`src/logic/exec_pkg.sv`:
```
/*
 * exec_pkg
 * Shared types of the MIPS execute stage: data words, function codes,
 * forwarding and source selects, and the issue/result structs.
 */
package exec_pkg;

    localparam int SHAMT_W = 5;     // shift amount field
    localparam int ITER_N  = 32;    // mul/div iterations

    typedef logic [31:0] word_t;
    typedef logic [63:0] dword_t;

    typedef enum logic [4:0] {
        NOP, PA, PB, ADD, SUB, SUBU,
        OR, AND, XOR, NOR, SLT, SLTU,
        SLL, SRL, SRA,
        MULT, MULTU, DIV, DIVU,
        MFHI, MFLO, MTHI, MTLO
    } exec_func_e;

    typedef enum logic [1:0] {
        NONE   = 2'd0,  // register file value
        FW_ALU = 2'd1,
        FW_MEM = 2'd2
    } fw_sel_e;

    typedef enum logic {
        REG = 1'b0,
        EXT = 1'b1      // extended immediate
    } src_sel_e;

    // decoded control word of one instruction
    typedef struct packed {
        exec_func_e func;
        src_sel_e   a_src;
        fw_sel_e    a_fw;
        src_sel_e   b_src;
        fw_sel_e    b_fw;
        fw_sel_e    st_fw;
    } exec_op_t;

    typedef struct packed {
        word_t rs;
        word_t rt;
        word_t ext;
        word_t fw_alu;
        word_t fw_mem;
    } exec_data_t;

    typedef struct packed {
        word_t result;
        word_t store_data;
    } exec_result_t;

    typedef enum logic [1:0] {
        ST_IDLE,
        ST_MUL,
        ST_DIV,
        ST_FIX          // sign fix and HI/LO write
    } muldiv_state_e;

endpackage

```
`src/logic/barrel_shifter.sv`:
```
/*
 * barrel_shifter
 * SLL, SRL and SRA of operand B in log stages by A[4:0].
 */
`timescale 1ns/1ps

module barrel_shifter
(
    input  exec_pkg::exec_func_e func_i,
    input  exec_pkg::word_t      a_i,
    input  exec_pkg::word_t      b_i,
    output exec_pkg::word_t      y_o
);

    exec_pkg::word_t stg;
    logic            fill;

    always_comb
    begin
        fill = (func_i == exec_pkg::SRA) & b_i[31];    // sign fill for sra only
        stg  = b_i;
        for (int i = 0; i < exec_pkg::SHAMT_W; i++)
        begin
            if (a_i[i])
            begin
                if (func_i == exec_pkg::SLL)
                    stg = stg << (1 << i);
                else
                    stg = (stg >> (1 << i)) | ({32{fill}} & ~(32'hffff_ffff >> (1 << i)));
            end
        end
        case (func_i)
            exec_pkg::SLL, exec_pkg::SRL, exec_pkg::SRA:
                y_o = stg;
            default:
                y_o = '0;
        endcase
    end

endmodule

```
`config.mk`:
```
export PLATFORM = sky130hd
export DESIGN_NAME = barrel_shifter
export DESIGN_NICKNAME = d
export VERILOG_FILES = /design/src/logic/exec_pkg.sv /design/src/logic/barrel_shifter.sv
export SDC_FILE = /design/constraint.sdc
export NUM_CORES = 1
export LEC_CHECK = 0
export BUFFER_PORTS_ARGS = -buffer_cell sky130_fd_sc_hd__buf_4
export CAP_MARGIN = 20
export CORE_MARGIN = 2
export CORE_UTILIZATION = 50
export DETAILED_ROUTE_END_ITERATION = 10
export PLACE_DENSITY = 0.73
export SLEW_MARGIN = 20
export SYNTH_ARGS = -nofsm -noshare
export SYNTH_HDL_FRONTEND = slang
export SYNTH_SLANG_ARGS = --single-unit
```
`constraint.sdc`:
```
create_clock -name vclk -period 3.95
set_input_delay 0 -clock vclk [all_inputs]
set_output_delay 0 -clock vclk [all_outputs]
set_load 0.03 [all_outputs]
```
==> results of run 1 <==
[layout make-up]
class / count / area (um^2) / share of cell area, %
inverters: 6 / 22.5 / 0.463
well taps: 108 / 135 / 2.78
multi-input cells: 614 / 4000 / 82.2
repair buffers: 94 / 706 / 14.5
[worst min-delay path by stage]
stage          slack (ps)  endpoint
4_1_cts               410    y_o[3]
5_1_grt               430    y_o[3]
3_5_place_dp          410    y_o[3]
6_report              430    y_o[3]
3_3_place_gp          400    y_o[3]
2_1_floorplan         270    y_o[1]
[routing by layer]
layer	global-route usage [%]	vias up
li1	-	2797
met5	0	-
met1	62.0	2913
met3	11.0	120
met2	64.5	692
met4	16.1	0
[critical path, delay by kind of cell]
| kind | cells | cell delay [ps] |
|---|---|---|
| AO/OA/AOI/OAI | 5 | 1390 |
| AND/OR/NAND/NOR | 2 | 340 |
| buffers and inverters | 3 | 1120 |
[logic make-up after synthesis]
group	Yosys count	synth area share, %
and+or+nand+nor	237	25.5
buffers and inverters	81	9.13
muxes	39	12.5
AOI/OAI and AO/OA	338	52.9
[stage by stage]
step | total power, mW | utilization (%) | hold WS, ps | instance area, um^2 | setup slack (ps)
floorplan | 0.397 | - | 272 | 4400 | 1780
global placement | 0.591 | 56.3 | 396 | 4860 | 1230
detailed placement | 0.595 | 56.3 | 407 | 4860 | 1240
CTS | 0.597 | 56.3 | 407 | 4860 | 1240
global route | 0.658 | 56.3 | 427 | 4860 | 979
finish | 0.631 | 56.3 | 426 | 4860 | 1060
[power groups by stage]
stage | Combinational (mW) | Clock [mW] | Sequential [mW]
floorplan | 0.397 | 0 | 0
detailed placement | 0.595 | 0 | 0
finish | 0.631 | 0 | 0
global placement | 0.591 | 0 | 0
global route | 0.658 | 0 | 0
CTS | 0.597 | 0 | 0
[cell usage after synthesis (6+ instances only)]
library cell | count | area [um^2]
nor2_1 | 75 | 282
o21ai_0 | 65 | 325
a21oi_1 | 61 | 305
nand2_1 | 59 | 221
a211oi_1 | 34 | 255
buf_2 | 32 | 160
nand3_1 | 31 | 155
a31oi_1 | 29 | 181
clkbuf_1 | 29 | 109
o22ai_1 | 26 | 163
nor3_1 | 25 | 125
mux2i_1 | 20 | 200
o21ai_1 | 14 | 70.1
a311oi_1 | 12 | 105
mux4_2 | 11 | 248
o211ai_1 | 11 | 82.6
o32ai_1 | 11 | 96.3
nor2b_1 | 10 | 62.6
buf_4 | 7 | 52.6
mux2_2 | 7 | 78.8
o31ai_1 | 6 | 45.0
==> key figures, run 1 <==
Yosys
  • Post-Syn Nets: 764
  • Avg Cell Area, Syn: 6.33 um^2
  • Sequential share of the synthesized area: 0%
  • Post-synth cell types: 76
  • YS warnings: 0
  • Cells after Synth: 695
  • Post-Syn Area: 4400 um^2

Pwr
  • Leakage power: 1.67 nW
  • Clock power frac: 0%
  • Max VDD drop: 0.115 mV
  • Net switching power: 0.423 mW
  • Internal Pwr Total: 0.208 mW
  • Pwr/cell area: 130 nW/um^2
  • Comb pwr share: 100.0%
  • Switching part of the total: 67.0%
  • Sequential Power Share: 0%

Floorplan
  • Starting Density: 50.9%
  • IO Count: 101
  • Chip height: 97.8 um
  • Die area: 9560 um^2
  • Die Width: 97.8 um
  • CORE AREA: 8640 um^2
  • Site Rows: 34

Layout
  • Final nets: 785
  • Most common cell after layout, fill and taps aside: buf_4
  • Filler cell count: 868
  • Number of sequential cells in the layout: 0
  • ANT cells: 0
  • Clock buffers: 0
  • Layout area overhead: 10.5%
  • Layout cells sized above 1: 19.3%
  • Non-Filler Instances: 822
  • Commonest non-fill, non-tap cells in the layout: buf_4 (94), nor2_1 (75), o21ai_0 (65), a21oi_1 (61), nand2_1 (59)
  • Register Area: 0 um^2

STA
  • Fmax: 0.346 GHz
  • Max-slew violation count: 0
  • Max_slew headroom: 37.0%
  • Setup TNS: 0 ps
  • RSZ-0062 raised after global routing: no
  • Setup violators final: 0
  • Min Tclk post-route: 2890 ps
  • Hold Violations, Final: 0
  • Period utilisation layout: 73.2%
  • Worst-Margin Slew: 942 ps

Worst hold path
  • HP Class: primary input to primary output
  • Hold Path Stages: 3
  • HP Start: a_i[4]

Global route
  • Largest net degree at the start of global routing: 57
  • First-pass GRT wire length: 33800 um
  • Number of global-route vias before repair: 5650
  • GRT Overall Usage: 43.8%
  • Total gr overflow: 0
  • Initial antenna violation count: 0

Placement
  • DP HPWL: 15700 um
  • GP Congestion: 1.08
  • Port bufs: 74
  • Inst Count DP: 822

Critical path
  • CP required: 3950 ps
  • Worst Setup SP: a_i[1]
  • Crit path largest cell delay: 540 ps
  • Worst Path Max Fanout: 47
  • Worst Path Arrival: 2890 ps
  • Crit end category: primary output
  • Critical setup path kind: primary input to primary output
  • CP Launch Type: primary input
  • Most used cell, CP: buf_4
  • Worst setup endpoint: y_o[28]
  • Crit-path cells: buf_4 -> buf_4 -> nand2b_1 -> a31oi_1 -> a22oi_2 -> o21ai_0 -> a211oi_1 -> nor3_1 -> o22ai_1 -> buf_4
  • Slowest cell on crit path: buf_4

Drt
  • DR vias/cell: 7.93
  • Router iterations before antenna repair: 6
  • DRC Markers: 0
  • DRT iter0 DRCs: 1074
  • M1 wire length: 8260 um
  • Antenna viol nets, final: 0
  • Drt total wl: 22100 um
  • WL met2: 8810 um
  • DR vias: 6522
  • Routed wire per std cell: 26.8 um
  • WL met3: 3760 um
  • Top Layer Used: met4

Flow run
  • Max-Cap Viols: 0

Outcome
  • Outcome: finished clean

Clock tree
  • Post-CTS sizing: 0
  • Post-CTS Setup Bufs: 0
  • CTS Hold Buffers Added: 0
No activity file was read; power rests on OpenSTA's default activity.
==> inputs of run 2 (changes only) <==
clock period = 2.97 ns   (was 3.95 ns; I/O delays follow)
==> key figures, run 2 (synthesis results as in run 1) <==
Outcome
  • Outcome: finished clean

Layout
  • Fin util: 57.7%
  • Commonest non-fill, non-tap cells in the layout: buf_4 (100), nor2_1 (75), o21ai_0 (65), a21oi_1 (61), nand2_1 (59)
  • Clock buffers: 0
  • Most common cell after layout, fill and taps aside: buf_4
  • Final Instance Area: 4990 um^2
  • Final nets: 795
  • Number of sequential cells in the layout: 0
  • Layout cells sized above 1: 20.4%
  • ANT cells: 0
  • Layout area overhead: 13.3%
  • Multi-input logic area: 4000 um^2
  • Register Area: 0 um^2
  • Non-Filler Instances: 832
  • Filler cell count: 884

Drt
  • DR vias: 6746
  • Routed wire per std cell: 27.4 um
  • DRT iter0 DRCs: 1056
  • DR vias/cell: 8.11
  • DRC Markers: 0
  • Drt total wl: 22800 um
  • Antenna viol nets, final: 0
  • Router iterations before antenna repair: 6

Global route
  • Largest net degree at the start of global routing: 60
  • Number of global-route vias before repair: 5829
  • Total gr overflow: 0
  • First-pass GRT wire length: 34500 um
  • GRT Overall Usage: 44.9%
  • Initial antenna violation count: 0

Pwr
  • Max VDD drop: 0.134 mV
  • Pwr/cell area: 174 nW/um^2
  • Total power: 0.867 mW
  • Leakage power: 1.73 nW

Worst hold path
  • Hold Path Stages: 3
  • WHS Endpoint: y_o[3]
  • HP Class: primary input to primary output
  • HP Start: a_i[4]

Floorplan
  • Starting Density: 50.9%
  • CORE AREA: 8640 um^2
  • Die area: 9560 um^2
  • IO Count: 101
  • Site Rows: 34
  • Die Width: 97.8 um
  • Chip height: 97.8 um

Critical path
  • Critical setup path kind: primary input to primary output
  • Crit end category: primary output
  • Worst Path Arrival: 2750 ps
  • CP required: 2970 ps
  • Worst Setup SP: func_i[1]
  • Worst Path Max Fanout: 30
  • CP Launch Type: primary input

STA
  • RSZ-0062 raised after global routing: no
  • Period utilisation layout: 92.4%
  • Fmax: 0.364 GHz
  • Min Tclk post-route: 2750 ps
  • Setup TNS: 0 ps
  • Fin worst setup slack: 224 ps
  • Max_slew headroom: 40.8%
  • Hold Violations, Final: 0
  • Worst-Margin Slew: 885 ps
  • Max-slew violation count: 0
  • Setup violators final: 0
  • Worst hold slack: 420 ps

Placement
  • Inst Count DP: 832
  • GP Congestion: 1.08
  • Area post-placement: 4990 um^2
  • DP HPWL: 16400 um
  • Dpl ws: 395 ps
  • Port bufs: 74

Clock tree
  • Post-CTS sizing: 0
  • Post-CTS Setup Bufs: 0
  • CTS Hold Buffers Added: 0

Flow run
  • Max-Cap Viols: 0
[run 2: cell types whose count changed in the layout (fill, tap and decap cells not counted), sizes merged]
cell  before  now
buf       94  104
[run 2: power breakdown]
group | leakage, nW | switching (mW) | internal (mW) | total (mW)
combinational | 1.73 | 0.574 | 0.293 | 0.867
clock | 0 | 0 | 0 | 0
sequential | 0 | 0 | 0 | 0
[run 2: layout make-up]
type	count	area share [%]
well taps	108	2.71
repair buffers	104	16.7
inverters	6	0.452
multi-input cells	614	80.2
[run 2: metal layers]
metal / share of wire (%) / routed length, um / GRT usage (%)
met2: 41 / 9430 / 65.9
met3: 16 / 3620 / 10.6
met4: 5.8 / 1330 / 18.1
met5: 0 / 0 / 0
met1: 37 / 8440 / 63.3
[run 2: worst max-delay path by stage]
| stage | end | slack, ps |
|---|---|---|
| floorplan | y_o[3] | 800 |
| global placement | y_o[29] | 450 |
| detailed placement | y_o[24] | 390 |
| CTS | y_o[24] | 390 |
| global route | y_o[24] | 120 |
| finish | y_o[24] | 220 |
[run 2: critical path, stage by stage]
cell and delay, ps:
buf_4 160, or2_4 410, nor2_4 390, buf_4 390, a211oi_1 180, nor2_1 380
a211oi_1 140, nor3_1 340, o32ai_1 160, buf_4 190
