--- config.mk ---
export PLATFORM = sky130hd
export DESIGN_NAME = exec_alu
export DESIGN_NICKNAME = d
export VERILOG_FILES = /design/src/logic/exec_pkg.sv /design/src/logic/exec_alu.sv
export SDC_FILE = /design/constraint.sdc
export NUM_CORES = 1
export LEC_CHECK = 0
export CAP_MARGIN = 20
export CORE_UTILIZATION = 45
export DETAILED_ROUTE_END_ITERATION = 12
export DONT_BUFFER_PORTS = 1
export PLACE_DENSITY = 0.57
export SLEW_MARGIN = 20
export SYNTH_ARGS = -nofsm -noshare
export SYNTH_HDL_FRONTEND = slang
export SYNTH_SLANG_ARGS = --single-unit
--- constraint.sdc ---
create_clock -name vclk -period 5.05
set_clock_uncertainty 0.05 [all_clocks]
set_input_delay 0.2525 -clock vclk [all_inputs]
set_output_delay 0.2525 -clock vclk [all_outputs]
set_load 0.005 [all_outputs]
--- src/logic/exec_pkg.sv ---
/*
 * exec_pkg
 * Shared types of the MIPS execute stage: data words, function codes,
 * forwarding and source selects, and the issue/result structs.
 */
package exec_pkg;

    localparam int SHAMT_W = 5;     // shift amount field
    localparam int ITER_N  = 32;    // mul/div iterations

    typedef logic [31:0] word_t;
    typedef logic [63:0] dword_t;

    typedef enum logic [4:0] {
        NOP, PA, PB, ADD, SUB, SUBU,
        OR, AND, XOR, NOR, SLT, SLTU,
        SLL, SRL, SRA,
        MULT, MULTU, DIV, DIVU,
        MFHI, MFLO, MTHI, MTLO
    } exec_func_e;

    typedef enum logic [1:0] {
        NONE   = 2'd0,  // register file value
        FW_ALU = 2'd1,
        FW_MEM = 2'd2
    } fw_sel_e;

    typedef enum logic {
        REG = 1'b0,
        EXT = 1'b1      // extended immediate
    } src_sel_e;

    // decoded control word of one instruction
    typedef struct packed {
        exec_func_e func;
        src_sel_e   a_src;
        fw_sel_e    a_fw;
        src_sel_e   b_src;
        fw_sel_e    b_fw;
        fw_sel_e    st_fw;
    } exec_op_t;

    typedef struct packed {
        word_t rs;
        word_t rt;
        word_t ext;
        word_t fw_alu;
        word_t fw_mem;
    } exec_data_t;

    typedef struct packed {
        word_t result;
        word_t store_data;
    } exec_result_t;

    typedef enum logic [1:0] {
        ST_IDLE,
        ST_MUL,
        ST_DIV,
        ST_FIX          // sign fix and HI/LO write
    } muldiv_state_e;

endpackage

--- src/logic/exec_alu.sv ---
/*
 * exec_alu
 * Pass, add/subtract, logic and set-less-than functions.
 * Drives zero for every function it does not own.
 */
`timescale 1ns/1ps

module exec_alu
(
    input  exec_pkg::exec_func_e func_i,
    input  exec_pkg::word_t      a_i,
    input  exec_pkg::word_t      b_i,
    output exec_pkg::word_t      y_o
);

    logic slt_s;
    logic slt_u;

    assign slt_s = $signed(a_i) < $signed(b_i);
    assign slt_u = a_i < b_i;

    always_comb
    begin
        case (func_i)
            exec_pkg::PA:
                y_o = a_i;
            exec_pkg::PB:
                y_o = b_i;
            exec_pkg::ADD:
                y_o = a_i + b_i;
            exec_pkg::SUB,
            exec_pkg::SUBU:
                y_o = a_i - b_i;        // no overflow trap here
            exec_pkg::OR:
                y_o = a_i | b_i;
            exec_pkg::AND:
                y_o = a_i & b_i;
            exec_pkg::XOR:
                y_o = a_i ^ b_i;
            exec_pkg::NOR:
                y_o = ~(a_i | b_i);
            exec_pkg::SLT:
                y_o = {31'd0, slt_s};
            exec_pkg::SLTU:
                y_o = {31'd0, slt_u};
            default:
                y_o = '0;
        endcase
    end

endmodule

==> flow_summary.toml, run 1 <==
[worst_setup_path]
cp_common_cell = "or3_1"
end_kind = "primary output"
path_cells = "inv_1 -> ha_1 -> or3_4 -> or3_1 -> or3_1 -> o211ai_2 -> a311oi_1 -> o311ai_4 -> o21ai_2 -> a2111oi_2 -> a21oi_1"
critical-path-max-stage-delay_ns = 0.42
criticalPathCategory = "in2out"
cpLargestDelayFamily = "compound AO/OA/AOI/OAI gates"
cp_num_buf_inv = 1
crit_start = "a_i[10]"
slowest_stage = "ha_1"
worstPathArrival_ns = 3.22
worstSetupStartpointType = "primary input"
crit_required_ns = 4.75
path_max_fanout = 11

[logic_synthesis]
ys_warn_count = 0
synth_seq_area_share = 0
synth_commonest_cells = "ha_1, inv_1, a21oi_1"
yosysMostFrequentCell = "ha_1"
synth_top_cell_by_area = "ha_1"
yosysUniqueCellTypes = 71
netlist.area_leader.share = 0.2357
syn_inst = 860
syn_avg_cell_area_um2 = 6.666
synth.area.top_cells = "ha_1, a21oi_1, inv_1"
syn_area_um2 = 5733
syn_nets = 1039

[route]
route.detailed.drc = 0
drt-total-wl_um = 20440
via_per_inst = 6.797
ant_nets = 0
detail_route.first_pass.iterations = 6
wl_per_cell_um = 20.83
vias = 6668
drt_iter0_drc = 785

[die]
die-area_um2 = 13200
row_count = 40
start_util = 0.4695
die_x_um = 114.9
fp.dieH_um = 114.9
ios = 101
fp.coreArea_um2 = 12210

[cells_and_area]
area.growth.synth_to_final_pct = 1.244
design_area_um2 = 5804
regArea_um2 = 0
final_core_utilization = 0.4753
clock_buffers = 0
antenna_cells = 0
drive_gt1_frac = 0.03813
design.seq.count = 0
nFillCells = 1301
final_nets = 994

[timing]
fin_crit_ns = 3.519
hold_viol = 0
relSlewSlack = 0.2457
setup_viol = 0
layout_setup_ws_ns = 1.531
rsz0062_at_grt = "no"
hold_ws_ns = 0.5790
timing.fmax_mhz = 284.2
fin_crit_sh = 0.6968
tightest_slew_ns = 1.127
setup_tns_ns = 0
drv_slew = 0

[global_route]
gr-total-overflow = 0
grt_pass1_vias = 6114
antenna_found_initial = 0
grtUsageTotal = 0.2948
grt_first_pass_wirelength_um = 31730
grt_max_degree = 34

[outcome]
status = "finished, final reports clean"

[place]
port_buffers = 0
place_ws_ns = 1.532
gp_congestion = 0.9425
place_area_um2 = 5804
hpwl_um = 15350

[worst_hold_path]
hp-start = "b_i[19]"
min_path_type = "in2out"

[power_and_ir_drop]
power.share.clock = 0
ir_worst_vdd_mv = 0.04269
p_sw_uw = 351.7
p_per_area_nw_per_um2 = 95.64
p_leak_uw = 0.002613
p_int_uw = 203.5
sw_frac_of_total = 0.6335
pwr-share-comb = 1.000
p_seq_frac = 0

[clock_tree]
post_cts_buffers = 0
cts-resized-gates = 0
cts_hold_buf = 0

[job]
cap_viol_max_count = 0
[kinds of logic (layout without fill, tap and decap cells)]
| family | Yosys count | in the layout | synth area share |
|---|---|---|---|
| AO/OA/AOI/OAI | 338 | 338 | 0.4254 |
| XOR/XNOR | 4 | 4 | 0.006112 |
| adder cells (fa/ha/maj) | 110 | 110 | 0.2427 |
| buffers and inverters | 149 | 102 | 0.09886 |
| multiplexers | 12 | 12 | 0.02095 |
| AND/OR/NAND/NOR | 247 | 247 | 0.2060 |
[routing by layer]
layer / part of all wire / wire (um) / vias to the layer above / GRT usage
met3: 0.091 / 1859 / 16 / 0.03268
met1: 0.45 / 9173 / 3174 / 0.4127
li1: - / - / 3139 / -
met5: 0 / 0 / - / 0
met2: 0.45 / 9247 / 339 / 0.4984
met4: 0.0078 / 159 / 0 / 0.03290
[power groups by stage]
stage / registers, uW / logic, uW / clock network (uW)
floorplan: 0 / 419 / 0
global placement: 0 / 534 / 0
finish: 0 / 555 / 0
global route: 0 / 607 / 0
detailed placement: 0 / 538 / 0
CTS: 0 / 542 / 0
[cell usage in the layout, fill, tap and decap left out, types with 7 or more instances in the layout]
cell type	netlist	layout
buf_4	0	10
nor2_1	74	73
o2111ai_1	18	18
inv_1	91	91
or3_1	8	8
a21o_1	17	17
nor4_1	7	7
and3_1	12	12
o21ai_0	51	51
o21bai_1	17	17
nand2b_1	7	7
a21oi_1	80	80
a211oi_1	13	13
o221ai_1	10	10
nor2b_1	9	9
nor3_1	24	23
nand4_1	7	7
nand3_1	18	18
mux2i_1	12	12
a222oi_1	23	23
nand2_1	59	59
o211ai_1	14	14
a221oi_1	14	14
ha_1	108	108
[path summary, 6_finish.rpt]
kind                  end  slack (ns)  cells after the start
hold / removal    y_o[19]        0.58                      2
setup / recovery  y_o[26]        1.53                     11
[through the flow]
stage,total power [uW],instances
6_report,555.1,981
3_5_place_dp,537.5,981
3_3_place_gp,533.7,981
2_1_floorplan,418.7,860
5_1_grt,606.6,981
4_1_cts,541.6,981
[final cells by class]
| cell class | count | area [um^2] | share of cell area |
|---|---|---|---|
| tap | 168 | 210.2 | 0.03621 |
| multi-input combinational | 711 | 5174 | 0.8914 |
| timing repair buffer | 10 | 75.07 | 0.01293 |
| inverter | 92 | 345.3 | 0.05950 |
(Power assumes the default switching activity.)
==> inputs of run 2 (changes only) <==
--- a/config.mk
+++ b/config.mk
@@ -9,7 +9,7 @@
 export CORE_UTILIZATION = 45
 export DETAILED_ROUTE_END_ITERATION = 12
 export DONT_BUFFER_PORTS = 1
-export PLACE_DENSITY = 0.57
+export PLACE_DENSITY = 0.59
 export SLEW_MARGIN = 20
 export SYNTH_ARGS = -nofsm -noshare
 export SYNTH_HDL_FRONTEND = slang
==> constraint.sdc (replaced) <==
create_clock -name vclk -period 3.1
set_clock_uncertainty 0.05 [all_clocks]
set_input_delay 0.155 -clock vclk [all_inputs]
set_output_delay 0.155 -clock vclk [all_outputs]
set_load 0.005 [all_outputs]
==> run 2 against run 1 <==
  * Flip-flop and latch count stayed put
  * Critical path depth grew 1
  * Non-clock buffer count increased by 50
  * Worst setup slack lost 1.5 ns
  * Routed wire length up 5.4%
  * Die area unchanged
  * Global-route usage grew 1.9 points
  * Via count grew 3.2%
  * Worst hold slack got worse by 0.19 ns
==> flow_summary.toml, run 2 (same netlist as run 1, synthesis figures left out) <==
[timing]
relSlewSlack = 0.5908
timing.fmax_mhz = 323.6
rsz0062_at_grt = "yes"
fin_crit_sh = 0.9967
setup_viol = 0
hold_viol = 0
fin_crit_ns = 3.090
tightest_slew_ns = 0.6081
drv_slew = 0

[worst_setup_path]
path_max_fanout = 4
criticalPathCategory = "in2out"
worstPathArrival_ns = 2.88
end_kind = "primary output"
crit_required_ns = 2.89
worstSetupStartpointType = "primary input"

[cells_and_area]
layout_commonest_cell = "ha_1"
antenna_cells = 0
design.seq.count = 0
layout.cells.non_filler = 1031
final_core_utilization = 0.5186
clock_buffers = 0
area.growth.synth_to_final_pct = 10.48
design_area_um2 = 6334
final_nets = 1044
drive_gt1_frac = 0.1194
regArea_um2 = 0
final_cell_mix = "ha_1, inv_1, a21oi_1, nor2_1"

[die]
fp.dieH_um = 114.9
row_count = 40
die_x_um = 114.9
die-area_um2 = 13200
start_util = 0.4695
fp.coreArea_um2 = 12210
ios = 101

[outcome]
status = "finished, final reports clean"

[global_route]
busiest_layer = "met2"
gr-usage-met1 = 0.4156
grt_max_degree = 36
grt_use_met3 = 0.03954
use_met2 = 0.5414
grt_pass1_vias = 6700
grt_first_pass_wirelength_um = 33670
grtUsageTotal = 0.3136
antenna_found_initial = 0
gr-total-overflow = 0

[place]
gp_congestion = 0.9542
port_buffers = 0
dp.cells = 1028
hpwl_um = 16390
place_area_um2 = 6155

[clock_tree]
cts_hold_buf = 0

[power_and_ir_drop]
ir_worst_vdd_mv = 0.07118
p_sw_uw = 616.3
p_int_uw = 420.0
pwr-share-comb = 1.000
p_per_area_nw_per_um2 = 163.6
power_uw = 1036
sw_frac_of_total = 0.5947
p_seq_frac = 0
p_leak_uw = 0.002865
power.share.clock = 0

[route]
via_per_inst = 6.674
wl_per_cell_um = 20.89
detail_route.first_pass.iterations = 7
ant_nets = 0
route.detailed.drc = 0
drt-total-wl_um = 21540
drt_iter0_drc = 639
vias = 6881

[job]
cap_viol_max_count = 0

[worst_hold_path]
min_path_type = "in2out"
min_path_cells = 2
==> run 2: worst max-delay path: stages <==
cell and delay (ns):
inv_2 0.03, ha_4 0.23, or3_4 0.37, or3_4 0.34
or3_4 0.41, o211ai_4 0.26, buf_6 0.14, a311oi_4 0.10
o311ai_4 0.31, o21ai_2 0.12, a2111oi_4 0.32, a21oi_2 0.10
==> run 2: per-stage QoR <==
stage / setup WS (ns) / TNS (ns) / hold WS (ns)
global route: -0.06327 / -0.1536 / 0.3992
floorplan: 0.08709 / 0 / 0.3711
CTS: 0.009593 / 0 / 0.3912
finish: 0.01023 / 0 / 0.3895
detailed placement: -0.1216 / -0.1254 / 0.3921
global placement: -0.03390 / -0.03390 / 0.3908
==> run 2: path summary, 6_finish.rpt <==
check / start / to / slack [ns]
max: a_i[10] / y_o[26] / 0.01
min: b_i[18] / y_o[18] / 0.39
==> run 2: routing by layer <==
metal  vias up  routed length, um
met3        34               1772
met1      3267               9406
met2       343              10020
li1       3237                  -
met5         -                  0
met4         0                346
==> run 2: area by class of cell <==
class / count / area [um^2]
fill: 1294 / 5878
multi-input combinational: 711 / 5316
timing repair buffer: 60 / 454.2
inverter: 92 / 352.8
tap: 168 / 210.2
==> run 2: what timing repair did <==
item | in CTS | in global routing
resized for setup | 4 | 29
pin swaps | 0 | 12
endpoints found under the setup margin | 2 | 11
setup buffers | 0 | 3
==> run 2: power groups by stage <==
stage	logic, uW	registers, uW	clock network, uW
5_1_grt	1120	0	0
3_3_place_gp	952	0	0
6_report	1040	0	0
3_5_place_dp	965	0	0
2_1_floorplan	682	0	0
4_1_cts	979	0	0
