File: config.mk
export PLATFORM = sky130hd
export DESIGN_NAME = muldiv_unit
export DESIGN_NICKNAME = d
export VERILOG_FILES = /design/src/logic/exec_pkg.sv /design/src/logic/muldiv_unit.sv
export SDC_FILE = /design/constraint.sdc
export NUM_CORES = 1
export LEC_CHECK = 0
export ABC_CLOCK_PERIOD_IN_PS = 6700
export BUFFER_PORTS_ARGS = -buffer_cell sky130_fd_sc_hd__buf_2
export CAP_MARGIN = 30
export CORE_MARGIN = 2
export CORE_UTILIZATION = 45
export CTS_BUF_LIST = sky130_fd_sc_hd__clkbuf_4 sky130_fd_sc_hd__clkbuf_8 sky130_fd_sc_hd__clkbuf_16
export DETAILED_ROUTE_END_ITERATION = 8
export SLEW_MARGIN = 20
export SYNTH_ARGS = -nofsm -noshare
export SYNTH_HDL_FRONTEND = slang
export SYNTH_SLANG_ARGS = --single-unit
File: constraint.sdc
create_clock -name clk -period 6.7 [get_ports clk]
set_input_delay 1.005 -clock clk [delete_from_list [all_inputs] [get_ports clk]]
set_output_delay 1.005 -clock clk [all_outputs]
set_load 0.1 [all_outputs]
File: src/logic/exec_pkg.sv
/*
 * exec_pkg
 * Shared types of the MIPS execute stage: data words, function codes,
 * forwarding and source selects, and the issue/result structs.
 */
package exec_pkg;

    localparam int SHAMT_W = 5;     // shift amount field
    localparam int ITER_N  = 32;    // mul/div iterations

    typedef logic [31:0] word_t;
    typedef logic [63:0] dword_t;

    typedef enum logic [4:0] {
        NOP, PA, PB, ADD, SUB, SUBU,
        OR, AND, XOR, NOR, SLT, SLTU,
        SLL, SRL, SRA,
        MULT, MULTU, DIV, DIVU,
        MFHI, MFLO, MTHI, MTLO
    } exec_func_e;

    typedef enum logic [1:0] {
        NONE   = 2'd0,  // register file value
        FW_ALU = 2'd1,
        FW_MEM = 2'd2
    } fw_sel_e;

    typedef enum logic {
        REG = 1'b0,
        EXT = 1'b1      // extended immediate
    } src_sel_e;

    // decoded control word of one instruction
    typedef struct packed {
        exec_func_e func;
        src_sel_e   a_src;
        fw_sel_e    a_fw;
        src_sel_e   b_src;
        fw_sel_e    b_fw;
        fw_sel_e    st_fw;
    } exec_op_t;

    typedef struct packed {
        word_t rs;
        word_t rt;
        word_t ext;
        word_t fw_alu;
        word_t fw_mem;
    } exec_data_t;

    typedef struct packed {
        word_t result;
        word_t store_data;
    } exec_result_t;

    typedef enum logic [1:0] {
        ST_IDLE,
        ST_MUL,
        ST_DIV,
        ST_FIX          // sign fix and HI/LO write
    } muldiv_state_e;

endpackage

File: src/logic/muldiv_unit.sv
/*
 * muldiv_unit
 * Iterative multiply (shift-add) and restoring divide on magnitudes,
 * a final sign-fix cycle, and the HI/LO registers with their moves.
 */
`timescale 1ns/1ps

module muldiv_unit
(
    input  logic                 clk,
    input  logic                 rst,
    input  logic                 start_i,
    input  exec_pkg::exec_func_e func_i,
    input  exec_pkg::word_t      a_i,
    input  exec_pkg::word_t      b_i,
    output exec_pkg::word_t      y_o,
    output logic                 busy_o
);

    localparam int CNT_W = $clog2(exec_pkg::ITER_N);

    exec_pkg::muldiv_state_e state;
    logic [CNT_W-1:0]        cnt;
    exec_pkg::word_t         hi;
    exec_pkg::word_t         lo;
    exec_pkg::word_t         opd;       // multiplicand or divisor
    exec_pkg::dword_t        acc;       // product, or remainder:quotient
    logic                    neg_q;
    logic                    neg_r;
    logic                    was_mul;
    logic                    is_mul;
    logic                    is_div;
    logic                    is_sgn;
    exec_pkg::word_t         a_mag;
    exec_pkg::word_t         b_mag;
    logic [32:0]             mul_sum;
    logic [32:0]             rem_sh;
    logic [33:0]             div_diff;
    exec_pkg::dword_t        prod_fix;

    assign is_mul = (func_i == exec_pkg::MULT) || (func_i == exec_pkg::MULTU);
    assign is_div = (func_i == exec_pkg::DIV) || (func_i == exec_pkg::DIVU);
    assign is_sgn = (func_i == exec_pkg::MULT) || (func_i == exec_pkg::DIV);

    assign a_mag = (is_sgn && a_i[31]) ? ~a_i + 32'd1 : a_i;
    assign b_mag = (is_sgn && b_i[31]) ? ~b_i + 32'd1 : b_i;

    assign mul_sum  = {1'b0, acc[63:32]} + (acc[0] ? {1'b0, opd} : 33'd0);
    assign rem_sh   = acc[63:31];                     // remainder shifted with next bit
    assign div_diff = {1'b0, rem_sh} - {2'b00, opd};
    assign prod_fix = neg_q ? ~acc + 64'd1 : acc;

    assign busy_o = (state != exec_pkg::ST_IDLE);

    always_ff @(posedge clk)
    begin
        if (!rst)
        begin
            state <= exec_pkg::ST_IDLE;
            cnt   <= '0;
            hi    <= '0;
            lo    <= '0;
        end
        else
        begin
            case (state)
                exec_pkg::ST_IDLE:
                begin
                    cnt <= '0;
                    if (start_i && is_mul)
                        state <= exec_pkg::ST_MUL;
                    else if (start_i && is_div)
                        state <= exec_pkg::ST_DIV;
                    if (start_i && func_i == exec_pkg::MTHI)
                        hi <= a_i;
                    if (start_i && func_i == exec_pkg::MTLO)
                        lo <= a_i;
                end
                exec_pkg::ST_MUL, exec_pkg::ST_DIV:
                begin
                    cnt <= cnt + CNT_W'(1);
                    if (cnt == CNT_W'(exec_pkg::ITER_N - 1))
                        state <= exec_pkg::ST_FIX;
                end
                exec_pkg::ST_FIX:
                begin
                    state <= exec_pkg::ST_IDLE;
                    if (was_mul)
                        {hi, lo} <= prod_fix;
                    else
                    begin
                        hi <= neg_r ? ~acc[63:32] + 32'd1 : acc[63:32];  // dividend sign
                        lo <= neg_q ? ~acc[31:0] + 32'd1 : acc[31:0];
                    end
                end
            endcase
        end
    end

    always_ff @(posedge clk)
    begin
        if (start_i)
        begin
            opd     <= is_div ? b_mag : a_mag;
            acc     <= {32'd0, is_div ? a_mag : b_mag};
            neg_q   <= is_sgn & (a_i[31] ^ b_i[31]);
            neg_r   <= is_sgn & a_i[31];
            was_mul <= is_mul;
        end
        else if (state == exec_pkg::ST_MUL)
            acc <= {mul_sum, acc[31:1]};
        else if (state == exec_pkg::ST_DIV)
            acc <= !div_diff[33] ? {div_diff[31:0], acc[30:0], 1'b1}
                                 : {rem_sh[31:0], acc[30:0], 1'b0};
    end

    always_comb
    begin
        case (func_i)
            exec_pkg::MFHI: y_o = hi;
            exec_pkg::MFLO: y_o = lo;
            default:        y_o = '0;
        endcase
    end

    // issue must be held off by the top while iterating
    assert property (@(posedge clk) disable iff (!rst) busy_o |-> !start_i);

endmodule

==> results of run 1 <==
## where the power goes
part           internal [uW]  switching (uW)  leakage [uW]
Sequential              1280             354       0.00149
Combinational           1260            2170       0.00484
Clock                    541             522      0.000299
Total                   3080            3040       0.00663
## cell families (layout without fill, tap and decap cells)
logic type / after synthesis / in the layout
AO/OA/AOI/OAI: 620 / 620
XOR/XNOR: 168 / 168
adder cells (fa/ha/maj): 77 / 77
buffers and inverters: 202 / 244
flip-flops: 170 / 170
multiplexers: 73 / 73
AND/OR/NAND/NOR: 646 / 646
## synth_stat cells (7+ instances only)
cell / n
xnor2_1: 90
nor3_1: 43
o41ai_1: 10
o211ai_1: 19
o21ai_1: 8
a31oi_1: 11
or4_1: 19
nand3_1: 27
nor2b_1: 22
edfxtp_1: 67
a21o_1: 25
inv_1: 77
buf_1: 9
a221oi_1: 9
clkbuf_1: 104
a22o_1: 41
o21ai_0: 112
or3_1: 15
nor4_1: 17
a21oi_1: 190
nand2_1: 182
mux2i_1: 60
o22ai_1: 12
and3_1: 10
dfxtp_1: 103
nor2_1: 222
o21a_1: 13
nand2b_1: 14
or2_2: 13
o31ai_1: 25
mux2_2: 8
nand4_1: 19
a211oi_1: 71
a22oi_1: 7
ha_1: 75
o21bai_1: 8
and2_1: 10
xor2_1: 78
## per-layer routing
metal / up-vias / share of wire
li1: 7219 / -
met3: 112 / 0.072
met1: 7237 / 0.43
met2: 656 / 0.45
met5: - / 0
met4: 0 / 0.049
## state kept, by name, summed over array words and instances, names as in the netlist
| signal | flops |
|---|---|
| was_mul | 1 |
| cnt | 5 |
| neg_r | 1 |
| acc | 64 |
| neg_q | 1 |
| hi | 32 |
| opd | 32 |
| state | 2 |
| lo | 32 |
## critical path: cells and delay by family (launching register included)
kind / cells / cell delay (ns)
compound gates: 7 / 2.03
fa+ha+maj: 1 / 0.44
buf+inv: 2 / 0.94
flops: 1 / 0.47
mux: 1 / 0.30
simple gates: 2 / 0.26
## stage by stage
step / total power, uW / worst slack, ns / util / instance area (um^2)
after floorplan: 3936 / 2.859 / - / 15230
after global placement: 4928 / 2.377 / 0.4794 / 16040
after detailed placement: 4940 / 2.299 / 0.4812 / 16090
after CTS: 6014 / 2.268 / 0.4995 / 16710
after global routing: 6468 / 1.937 / 0.5001 / 16730
final: 6121 / 2.155 / 0.5001 / 16730
## path summary, 6_finish.rpt
kind | from | end | slack [ns] | depth (start not counted)
max reg2reg | acc[0] | acc[59] | 2.15 | 13
min reg2reg | lo[2] | lo[2] | 0.46 | 2
max | acc[0] | acc[59] | 2.15 | 13
min | lo[2] | lo[2] | 0.46 | 2
## cell usage in the layout (no fill, tap or decap), drive strengths merged, types with 60 or more instances in the layout
master / n
o21ai: 120
xnor2: 90
a21oi: 190
buf: 132
ha: 75
edfxtp: 67
xor2: 78
inv: 83
dfxtp: 103
nor2: 223
nand2: 182
mux2i: 60
a211oi: 71
## area by class of cell
type | count | area [um^2] | area share
Multi-Input combinational cell | 1584 | 10420 | 0.6227
Clock buffer | 18 | 432.9 | 0.02588
Clock inverter | 14 | 181.4 | 0.01085
Inverter | 79 | 296.5 | 0.01773
Tap cell | 448 | 560.5 | 0.03351
Timing Repair Buffer | 133 | 765.7 | 0.04577
Sequential cell | 170 | 4074 | 0.2435
==> results.sh, run 1 <==
export IMPL_drc=0
export IMPL_synthAdderAreaFrac=0.06426
export IMPL_status="complete, no violations"
export IMPL_tightest_slew_ns=0.9138
export IMPL_grt_busiest_layer="met2"
export IMPL_hold_viol_final=0
export IMPL_fin_nets=2134
export IMPL_h_tree_depth=4
export IMPL_met3_usage=0.05241
export IMPL_placedCellCount=2412
export IMPL_final_max_slew_viol_count=0
export IMPL_drv_cap=0
export IMPL_synthXorXnorAreaFrac=0.09664
export IMPL_holdWs_ns=0.4610
export IMPL_ant_nets=0
export IMPL_cts_buffer_depth=2
export IMPL_fin_setup_tns_ns=0
export IMPL_cts_hold_buf=0
export IMPL_crit_path_end_kind="register"
export IMPL_min_period_ns=4.545
export IMPL_wirelength_um=56400
export IMPL_power_density_mw_per_mm2=365.9
export IMPL_syn_inst=1956
export IMPL_stdcell_count=2446
export IMPL_rows=67
export IMPL_fillers=3279
export IMPL_cp_slowest_cell="inv_1"
export IMPL_viasPerCell=6.224
export IMPL_yosys_area_share_simple=0.2012
export IMPL_muxShareOfSynthArea=0.05005
export IMPL_core_mm2=0.03345
export IMPL_use_met1=0.4183
export IMPL_synthToLayoutAreaGrowth_pct=9.869
export IMPL_gr_usage_met2=0.5037
export IMPL_antenna_found_initial=0
export IMPL_irDropWorstVdd_v=0.0002100
export IMPL_setup_viol=0
export IMPL_grt_usage=0.3161
export IMPL_hp_class="reg2reg"
export IMPL_worst_clock_skew_ns=0.01661
export IMPL_synthesis_nets=2105
export IMPL_ys_ff_latch=170
export IMPL_critPathKind="reg2reg"
export IMPL_layout_drive_gt1_share=0.1121
export IMPL_clk_pin_slew_ns=0.07
export IMPL_mappedNetlistArea_mm2=0.01523
export IMPL_first_global_vias=14340
export IMPL_timing_fmax_mhz=220.0
export IMPL_synth_area_leaders="dfxtp_1 14%, edfxtp_1 13%, a21oi_1 6.2%"
export IMPL_synth_cell_type_count=88
export IMPL_vias=15220
export IMPL_max_stage_delay_ns=0.59
export IMPL_synth_top_area_cell="dfxtp_1"
export IMPL_slew_headroom=0.3908
export IMPL_io_pins=105
export IMPL_critPathArrivalTime_ns=4.90
export IMPL_clock_sinks=170
export IMPL_synth_top_area_share=0.1354
export IMPL_syn_avg_cell_area_um2=7.784
export IMPL_cts_made_buffers=17
export IMPL_dieHeight_um=187.9
export IMPL_postSynth_asyncResetShare=0
export IMPL_floorplan_initialDensity=0.4552
export IMPL_synthFlopType="dfxtp_1"
export IMPL_startpoint_type="register"
export IMPL_drt_initial_drc_count=1633
export IMPL_synth_edf_count=67
export IMPL_io_buffers=104
export IMPL_die_area_mm2=0.03532
export IMPL_wire_per_inst_um=23.06
export IMPL_clkLatencyLatePin_ns=0.46
export IMPL_dpl_hpwl_um=43480
export IMPL_rsz0062_at_grt="no"
export IMPL_post_cts_buffers=0
export IMPL_synth_warnings=0
export IMPL_grt_pass1_wl_um=85410
export IMPL_finalCritPeriodShare=0.6784
export IMPL_crit_chain="inv_1 > buf_4 > nor2_1 > fa_1 > a21o_1 > a221oi_2 > nor3_1 > o31ai_1 > a211oi_1 > o22ai_1 > o21ai_0 > mux2_2 > a221oi_1"
export IMPL_grt_max_degree=91
export IMPL_cts_resized=0
export IMPL_worstPathRequired_ns=7.06
export IMPL_die_width_um=187.9
export IMPL_place_congestion=0.9744
export IMPL_synth_compound_area_frac=0.2681
export IMPL_leakage_uw=0.006635
export IMPL_ys_seq_area_frac=0.2676
export IMPL_dr_pass1_iters=5
export IMPL_cts_root_buffer="clkbuf_16"
export IMPL_grt_ovfl_total=0
export IMPL_cts_tree="built"
export IMPL_antenna_cells=0
export IMPL_critPathMaxFanout=21
export IMPL_synth_top_family_by_area="compound AO/OA/AOI/OAI gates"
(Power assumes the default switching activity.)
==> run 2, diff against run 1 <==
- ABC_AREA: default -> 1
- ABC_CLOCK_PERIOD_IN_PS: 6700 -> 4100
- clock period: 6.7 -> 4.1 ns (I/O delays scaled with it)
==> run 2 against run 1 <==
Compared with the run above: design area grew 16%; clock power grew 61%; clock-buffer cell count grew 1; sequential share of layout area shrank 3.4 points; total power grew 91%; via count grew 42%; global-route usage grew 8.9 points; register-to-register slack lost 1.5 ns; combinational power grew 110%; highest routed layer is now met5; die area grew 16%; worst setup slack lost 1.5 ns; flip-flop and latch count is the same.
==> results.sh, run 2 <==
export IMPL_dieHeight_um=202.8
export IMPL_grt_max_degree=68
export IMPL_synthesis_nets=3262
export IMPL_ant_nets=0
export IMPL_ys_top_cells_by_count="934 x nand2_1, 443 x inv_1, 334 x nand3_1"
export IMPL_ys_seq_area_frac=0.2291
export IMPL_first_global_vias=20390
export IMPL_grt_usage=0.4051
export IMPL_wire_per_inst_um=22.48
export IMPL_synth_edf_count=67
export IMPL_synthToLayoutAreaGrowth_pct=9.322
export IMPL_drc=0
export IMPL_dpl_hpwl_um=66870
export IMPL_mappedNetlistArea_mm2=0.01778
export IMPL_fin_area_mm2=0.01944
export IMPL_critPathKind="reg2reg"
export IMPL_multi_input_area_mm2=0.01157
export IMPL_wirelength_um=83220
export IMPL_hold_viol_final=0
export IMPL_viasPerCell=5.833
export IMPL_postSynth_asyncResetShare=0
export IMPL_finalCritPeriodShare=0.8333
export IMPL_fin_nets=3320
export IMPL_grt_busiest_layer="met2"
export IMPL_synth_top_area_share=0.1971
export IMPL_io_pins=105
export IMPL_critPathArrivalTime_ns=3.80
export IMPL_final_max_slew_viol_count=0
export IMPL_cts_tree="built"
export IMPL_worst_clock_skew_ns=0.01659
export IMPL_floorplan_initialDensity=0.4580
export IMPL_drt_initial_drc_count=2462
export IMPL_largest_register="acc"
export IMPL_clk_pin_slew_ns=0.08
export IMPL_antenna_cells=0
export IMPL_power_density_mw_per_mm2=601.0
export IMPL_holdWs_ns=0.4376
export IMPL_critPathMaxFanout=15
export IMPL_synth_warnings=0
export IMPL_regToRegStartpoint="acc[0]"
export IMPL_die_area_mm2=0.04113
export IMPL_grt_pass1_wl_um=124000
export IMPL_vias=21590
export IMPL_tightest_slew_ns=0.8814
export IMPL_syn_avg_cell_area_um2=5.713
export IMPL_crit_path_end_kind="register"
export IMPL_r2r_cells=16
export IMPL_cts_buffer_depth=2
export IMPL_status="complete, no violations"
export IMPL_h_tree_depth=4
export IMPL_place_congestion=1.046
export IMPL_post_cts_buffers=0
export IMPL_r2r_end="acc[60]"
export IMPL_die_width_um=202.8
export IMPL_core_mm2=0.03883
export IMPL_largest_reg_flops=64
export IMPL_syn_inst=3113
export IMPL_drv_cap=0
export IMPL_mostFrequentLayoutCell="nand2_1"
export IMPL_min_period_ns=3.416
export IMPL_dr_pass1_iters=8
export IMPL_timing_fmax_mhz=292.7
export IMPL_antenna_found_initial=4
export IMPL_rsz0062_at_grt="no"
export IMPL_min_to="hi[1]"
export IMPL_synth_cell_type_count=52
export IMPL_placedCellCount=3669
export IMPL_hold_path_cell_count=3
export IMPL_cts_made_buffers=17
export IMPL_setup_viol=0
export IMPL_clock_sinks=170
export IMPL_irDropWorstVdd_v=0.0004203
export IMPL_register_area_mm2=0.004074
export IMPL_yosysMostFrequentCell="nand2_1"
export IMPL_io_buffers=104
export IMPL_post_route_util=0.5007
export IMPL_fin_setup_tns_ns=0
export IMPL_synthFlopType="dfxtp_1"
export IMPL_synth_area_leaders="nand2_1 20%, dfxtp_1 12%, edfxtp_1 11%"
export IMPL_min_delay_start="a_i[1]"
export IMPL_startpoint_type="register"
export IMPL_synth_top_area_cell="nand2_1"
export IMPL_leakage_uw=0.01008
export IMPL_met3_usage=0.05506
export IMPL_ys_ff_latch=170
export IMPL_cts_root_buffer="clkbuf_16"
export IMPL_stdcell_count=3702
export IMPL_hp_class="in2reg"
export IMPL_use_met1=0.4848
export IMPL_worstPathRequired_ns=4.48
export IMPL_grt_ovfl_total=0
export IMPL_layout_drive_gt1_share=0.06941
export IMPL_rows=72
export IMPL_final_cell_mix="934 x nand2_1, 443 x inv_1, 334 x nand3_1, 330 x nor2_1, 207 x a21oi_1"
export IMPL_fillers=4263
export IMPL_cts_resized=0
export IMPL_gr_usage_met2=0.6688
export IMPL_postPlaceCellArea_mm2=0.01884
export IMPL_slew_headroom=0.4087
export IMPL_clkLatencyLatePin_ns=0.49
export IMPL_rrSetupSlack_ns=0.68
export IMPL_cts_hold_buf=0
==> run 2: cell types whose count changed after synthesis, moves of 41 or more <==
cell / before / now
nand3_1: 27 / 334
xnor2_1: 90 / 7
o21ai_0: 112 / 203
mux2i_1: 60 / 1
a211oi_1: 71 / 1
nand2_1: 182 / 934
inv_1: 77 / 443
a22o_1: 41 / 0
nor2_1: 222 / 333
==> run 2: metal layers <==
| metal | part of all wire | up-vias |
|---|---|---|
| met4 | 0.081 | 6 |
| met5 | 0.00042 | - |
| met2 | 0.46 | 1187 |
| met1 | 0.38 | 9946 |
| li1 | - | 10190 |
| met3 | 0.079 | 259 |
==> run 2: kinds of logic (layout without fill, tap and decap cells) <==
group | after synthesis | after routing | synth area share
compound gates | 492 | 492 | 0.1475
xor+xnor | 68 | 68 | 0.03349
fa+ha+maj | 77 | 77 | 0.05502
buf+inv | 559 | 630 | 0.1208
flops | 170 | 170 | 0.2291
mux | 1 | 1 | 0.0005628
simple gates | 1746 | 1746 | 0.4136
==> run 2: worst max-delay path by stage <==
stage	start	to	slack, ns	cells past startpoint
after floorplan	func_i[4]	y_o[0]	1.54	5
after global placement	acc[0]	acc[60]	0.51	15
after detailed placement	func_i[3]	opd[15]	0.59	11
after CTS	acc[0]	acc[60]	0.76	16
after global routing	acc[0]	acc[60]	0.57	16
final	acc[0]	acc[60]	0.68	16
==> run 2: power by group <==
| part | switching [uW] | leakage [uW] | internal (uW) |
|---|---|---|---|
| clock network | 855 | 0.000293 | 857 |
| logic | 5110 | 0.00828 | 2100 |
| registers | 643 | 0.00150 | 2120 |
| total | 6600 | 0.0101 | 5080 |
==> run 2: cell type report <==
class / instances / area share
multi-input combinational: 2384 / 0.5953
sequential: 170 / 0.2095
inverter: 451 / 0.08720
timing repair buffer: 147 / 0.04492
tap: 518 / 0.03334
clock buffer: 19 / 0.02330
clock inverter: 13 / 0.006371
==> run 2: worst max-delay path, cell delays in order (launching register included) <==
cell and delay, ns:
edfxtp_1 0.72, buf_8 0.29, nand2_1 0.07, inv_1 0.06
ha_1 0.36, nand2_1 0.14, nor2_1 0.45, and2_1 0.20
nand2_1 0.05, nand2_1 0.25, nand2_1 0.12, nand2_1 0.09
nand2_1 0.05, nand3_1 0.17, nand4_1 0.13, nand2_1 0.10
inv_1 0.04
==> run 2: per-stage QoR <==
| stage | total power [uW] | setup WS (ns) |
|---|---|---|
| 2_1_floorplan | 7213 | 1.536 |
| 3_3_place_gp | 9804 | 0.5108 |
| 3_5_place_dp | 9787 | 0.5896 |
| 4_1_cts | 11500 | 0.7634 |
| 5_1_grt | 12470 | 0.5734 |
| 6_report | 11690 | 0.6836 |
==> run 3, diff against run 2 <==
- ABC_CLOCK_PERIOD_IN_PS: 4100 -> 2800
- clock period: 4.1 -> 2.8 ns (I/O delays scaled with it)
==> run 3 against run 2 <==
Compared with the run above: via count up 2.1%; worst hold slack worse by 0.15 ns; sequential power up 36%; combinational power up 65%; largest power group unchanged; maximum frequency up 25%; design area up 8.4%; flip-flop and latch count unchanged; total power up 57%; final cell count up 2.9%; sequential share of layout area down 1.6 points; clock power up 59%.
==> results.sh, run 3 (synthesis gave the netlist of run 2 again) <==
export IMPL_slew_headroom=0.4574
export IMPL_cts_root_buffer="clkbuf_16"
export IMPL_crit_path_frequent_cell="nand2_1"
export IMPL_status="complete, no violations"
export IMPL_power_frac_comb=0.647
export IMPL_drt_initial_drc_count=2773
export IMPL_crit_path_end_kind="register"
export IMPL_final_cell_mix="927 x nand2_1, 443 x inv_1, 333 x nand3_1, 319 x nor2_1, 201 x a21oi_1"
export IMPL_cts_made_buffers=17
export IMPL_h_tree_depth=4
export IMPL_crit_chain="buf_4 > buf_12 > nand2_1 > inv_1 > ha_4 > nand2_1 > nor2_2 > inv_1 > nor2_2 > nand4_1 > nand3_1 > nand2_1 > nand3_1 > nand2_1 > nor2_1 > nor2_1"
export IMPL_post_route_util=0.5428
export IMPL_layout_drive_gt1_share=0.1111
export IMPL_drc=0
export IMPL_wire_per_inst_um=22.14
export IMPL_dieHeight_um=202.8
export IMPL_met3_usage=0.07047
export IMPL_critPathArrivalTime_ns=3.10
export IMPL_startpoint_type="register"
export IMPL_antenna_cells=0
export IMPL_worst_clock_skew_ns=0.01175
export IMPL_cts_buffer_depth=2
export IMPL_fin_nets=3429
export IMPL_grt_busiest_layer="met2"
export IMPL_io_pins=105
export IMPL_use_met1=0.4810
export IMPL_holdWs_ns=0.2857
export IMPL_critPathTopFamily="simple AND/OR/NAND/NOR gates"
export IMPL_largest_reg_flops=64
export IMPL_finalCritPeriodShare=0.9797
export IMPL_fillers=4146
export IMPL_core_mm2=0.03883
export IMPL_hold_viol_final=0
export IMPL_synthToLayoutAreaGrowth_pct=18.51
export IMPL_multi_input_area_mm2=0.01175
export IMPL_max_stage_delay_ns=0.43
export IMPL_critPathKind="reg2reg"
export IMPL_dpl_hpwl_um=67960
export IMPL_irDropWorstVdd_v=0.0004698
export IMPL_hp_class="in2reg"
export IMPL_drv_cap=0
export IMPL_worstPathRequired_ns=3.15
export IMPL_die_width_um=202.8
export IMPL_power_density_mw_per_mm2=871.5
export IMPL_min_period_ns=2.743
export IMPL_final_max_slew_viol_count=0
export IMPL_crit_buf_inv=4
export IMPL_die_area_mm2=0.04113
export IMPL_clock_power_share=0.148
export IMPL_swShare=0.5424
export IMPL_setup_viol=0
export IMPL_io_buffers=104
export IMPL_dr_pass1_iters=7
export IMPL_place_congestion=1.078
export IMPL_largest_register="acc"
export IMPL_critPathMaxFanout=12
export IMPL_viasPerCell=5.787
export IMPL_vias=22060
export IMPL_grt_ovfl_total=0
export IMPL_tightest_slew_ns=0.8130
export IMPL_antenna_found_initial=1
export IMPL_clk_pin_slew_ns=0.08
export IMPL_gr_usage_met2=0.6628
export IMPL_grt_pass1_wl_um=124500
export IMPL_clock_sinks=170
export IMPL_grt_usage=0.4041
export IMPL_rows=72
export IMPL_register_area_mm2=0.004074
export IMPL_first_global_vias=20630
export IMPL_cp_slowest_cell="edfxtp_1"
export IMPL_grt_max_degree=83
export IMPL_clkLatencyLatePin_ns=0.47
export IMPL_leakage_uw=0.01074
export IMPL_intPower_uw=8405
export IMPL_timing_fmax_mhz=364.6
export IMPL_floorplan_initialDensity=0.4580
export IMPL_mostFrequentLayoutCell="nand2_1"
export IMPL_wirelength_um=84390
export IMPL_p_seq_frac=0.205
export IMPL_cts_tree="built"
export IMPL_p_switching_uw=9963
export IMPL_ant_nets=0
export IMPL_rsz0062_at_grt="yes"
-- run 3: what timing repair did --
action | in CTS | in global routing
gates cloned | 0 | 1
pin swaps | 0 | 6
buffers inserted | 2 | 9
endpoints found under the hold margin | 0 | 0
setup endpoints to repair | 2 | 29
gates resized for setup | 2 | 44
hold buffers | 0 | 0
-- run 3: tightest hold or removal path: stages --
cell and delay, ns:
buf_2 0.12, nand2_1 0.08, a31oi_1 0.08
-- run 3: area by class of cell --
| class | instances | area share |
|---|---|---|
| clock inverters | 12 | 0.007717 |
| repair buffers | 256 | 0.1069 |
| inverters | 451 | 0.08044 |
| flip-flops and latches | 170 | 0.1933 |
| multi-input cells | 2384 | 0.5577 |
| clock buffers | 20 | 0.02321 |
| well taps | 518 | 0.03075 |
-- run 3: final timing paths --
| check | cells past startpoint | to | slack [ns] | from |
|---|---|---|---|---|
| setup / recovery | 16 | acc[51] | 0.06 | acc[0] |
| hold / removal | 3 | hi[3] | 0.29 | a_i[3] |
| setup reg to reg | 16 | acc[51] | 0.06 | acc[0] |
| hold reg to reg | 2 | cnt[4] | 0.48 | cnt[4] |
-- run 3: metal layers --
layer	share of wire	vias to the layer above
li1	-	10400
met1	0.38	10110
met2	0.45	1243
met3	0.088	293
met4	0.082	2
met5	0.00015	-
-- run 3: metrics by stage --
stage | setup WS [ns] | power (uW) | instances | setup TNS (ns) | instance area (um^2)
detailed placement | -0.1544 | 15030 | 3767 | -0.1544 | 20130
finish | 0.05692 | 18370 | 3811 | 0 | 21080
global placement | -0.1074 | 14980 | 3767 | -0.1744 | 20130
global route | -0.04152 | 19520 | 3811 | -0.1825 | 21080
CTS | 0.01685 | 17750 | 3801 | 0 | 20810
floorplan | 0.4051 | 10560 | 3113 | 0 | 17780
-- run 3: power groups by stage --
stage | logic, uW | registers [uW] | clock network [uW]
2_1_floorplan | 6990 | 3580 | 0
3_3_place_gp | 11200 | 3780 | 0
3_5_place_dp | 11200 | 3800 | 0
4_1_cts | 11300 | 3740 | 2710
5_1_grt | 13000 | 3760 | 2800
6_report | 11900 | 3760 | 2720
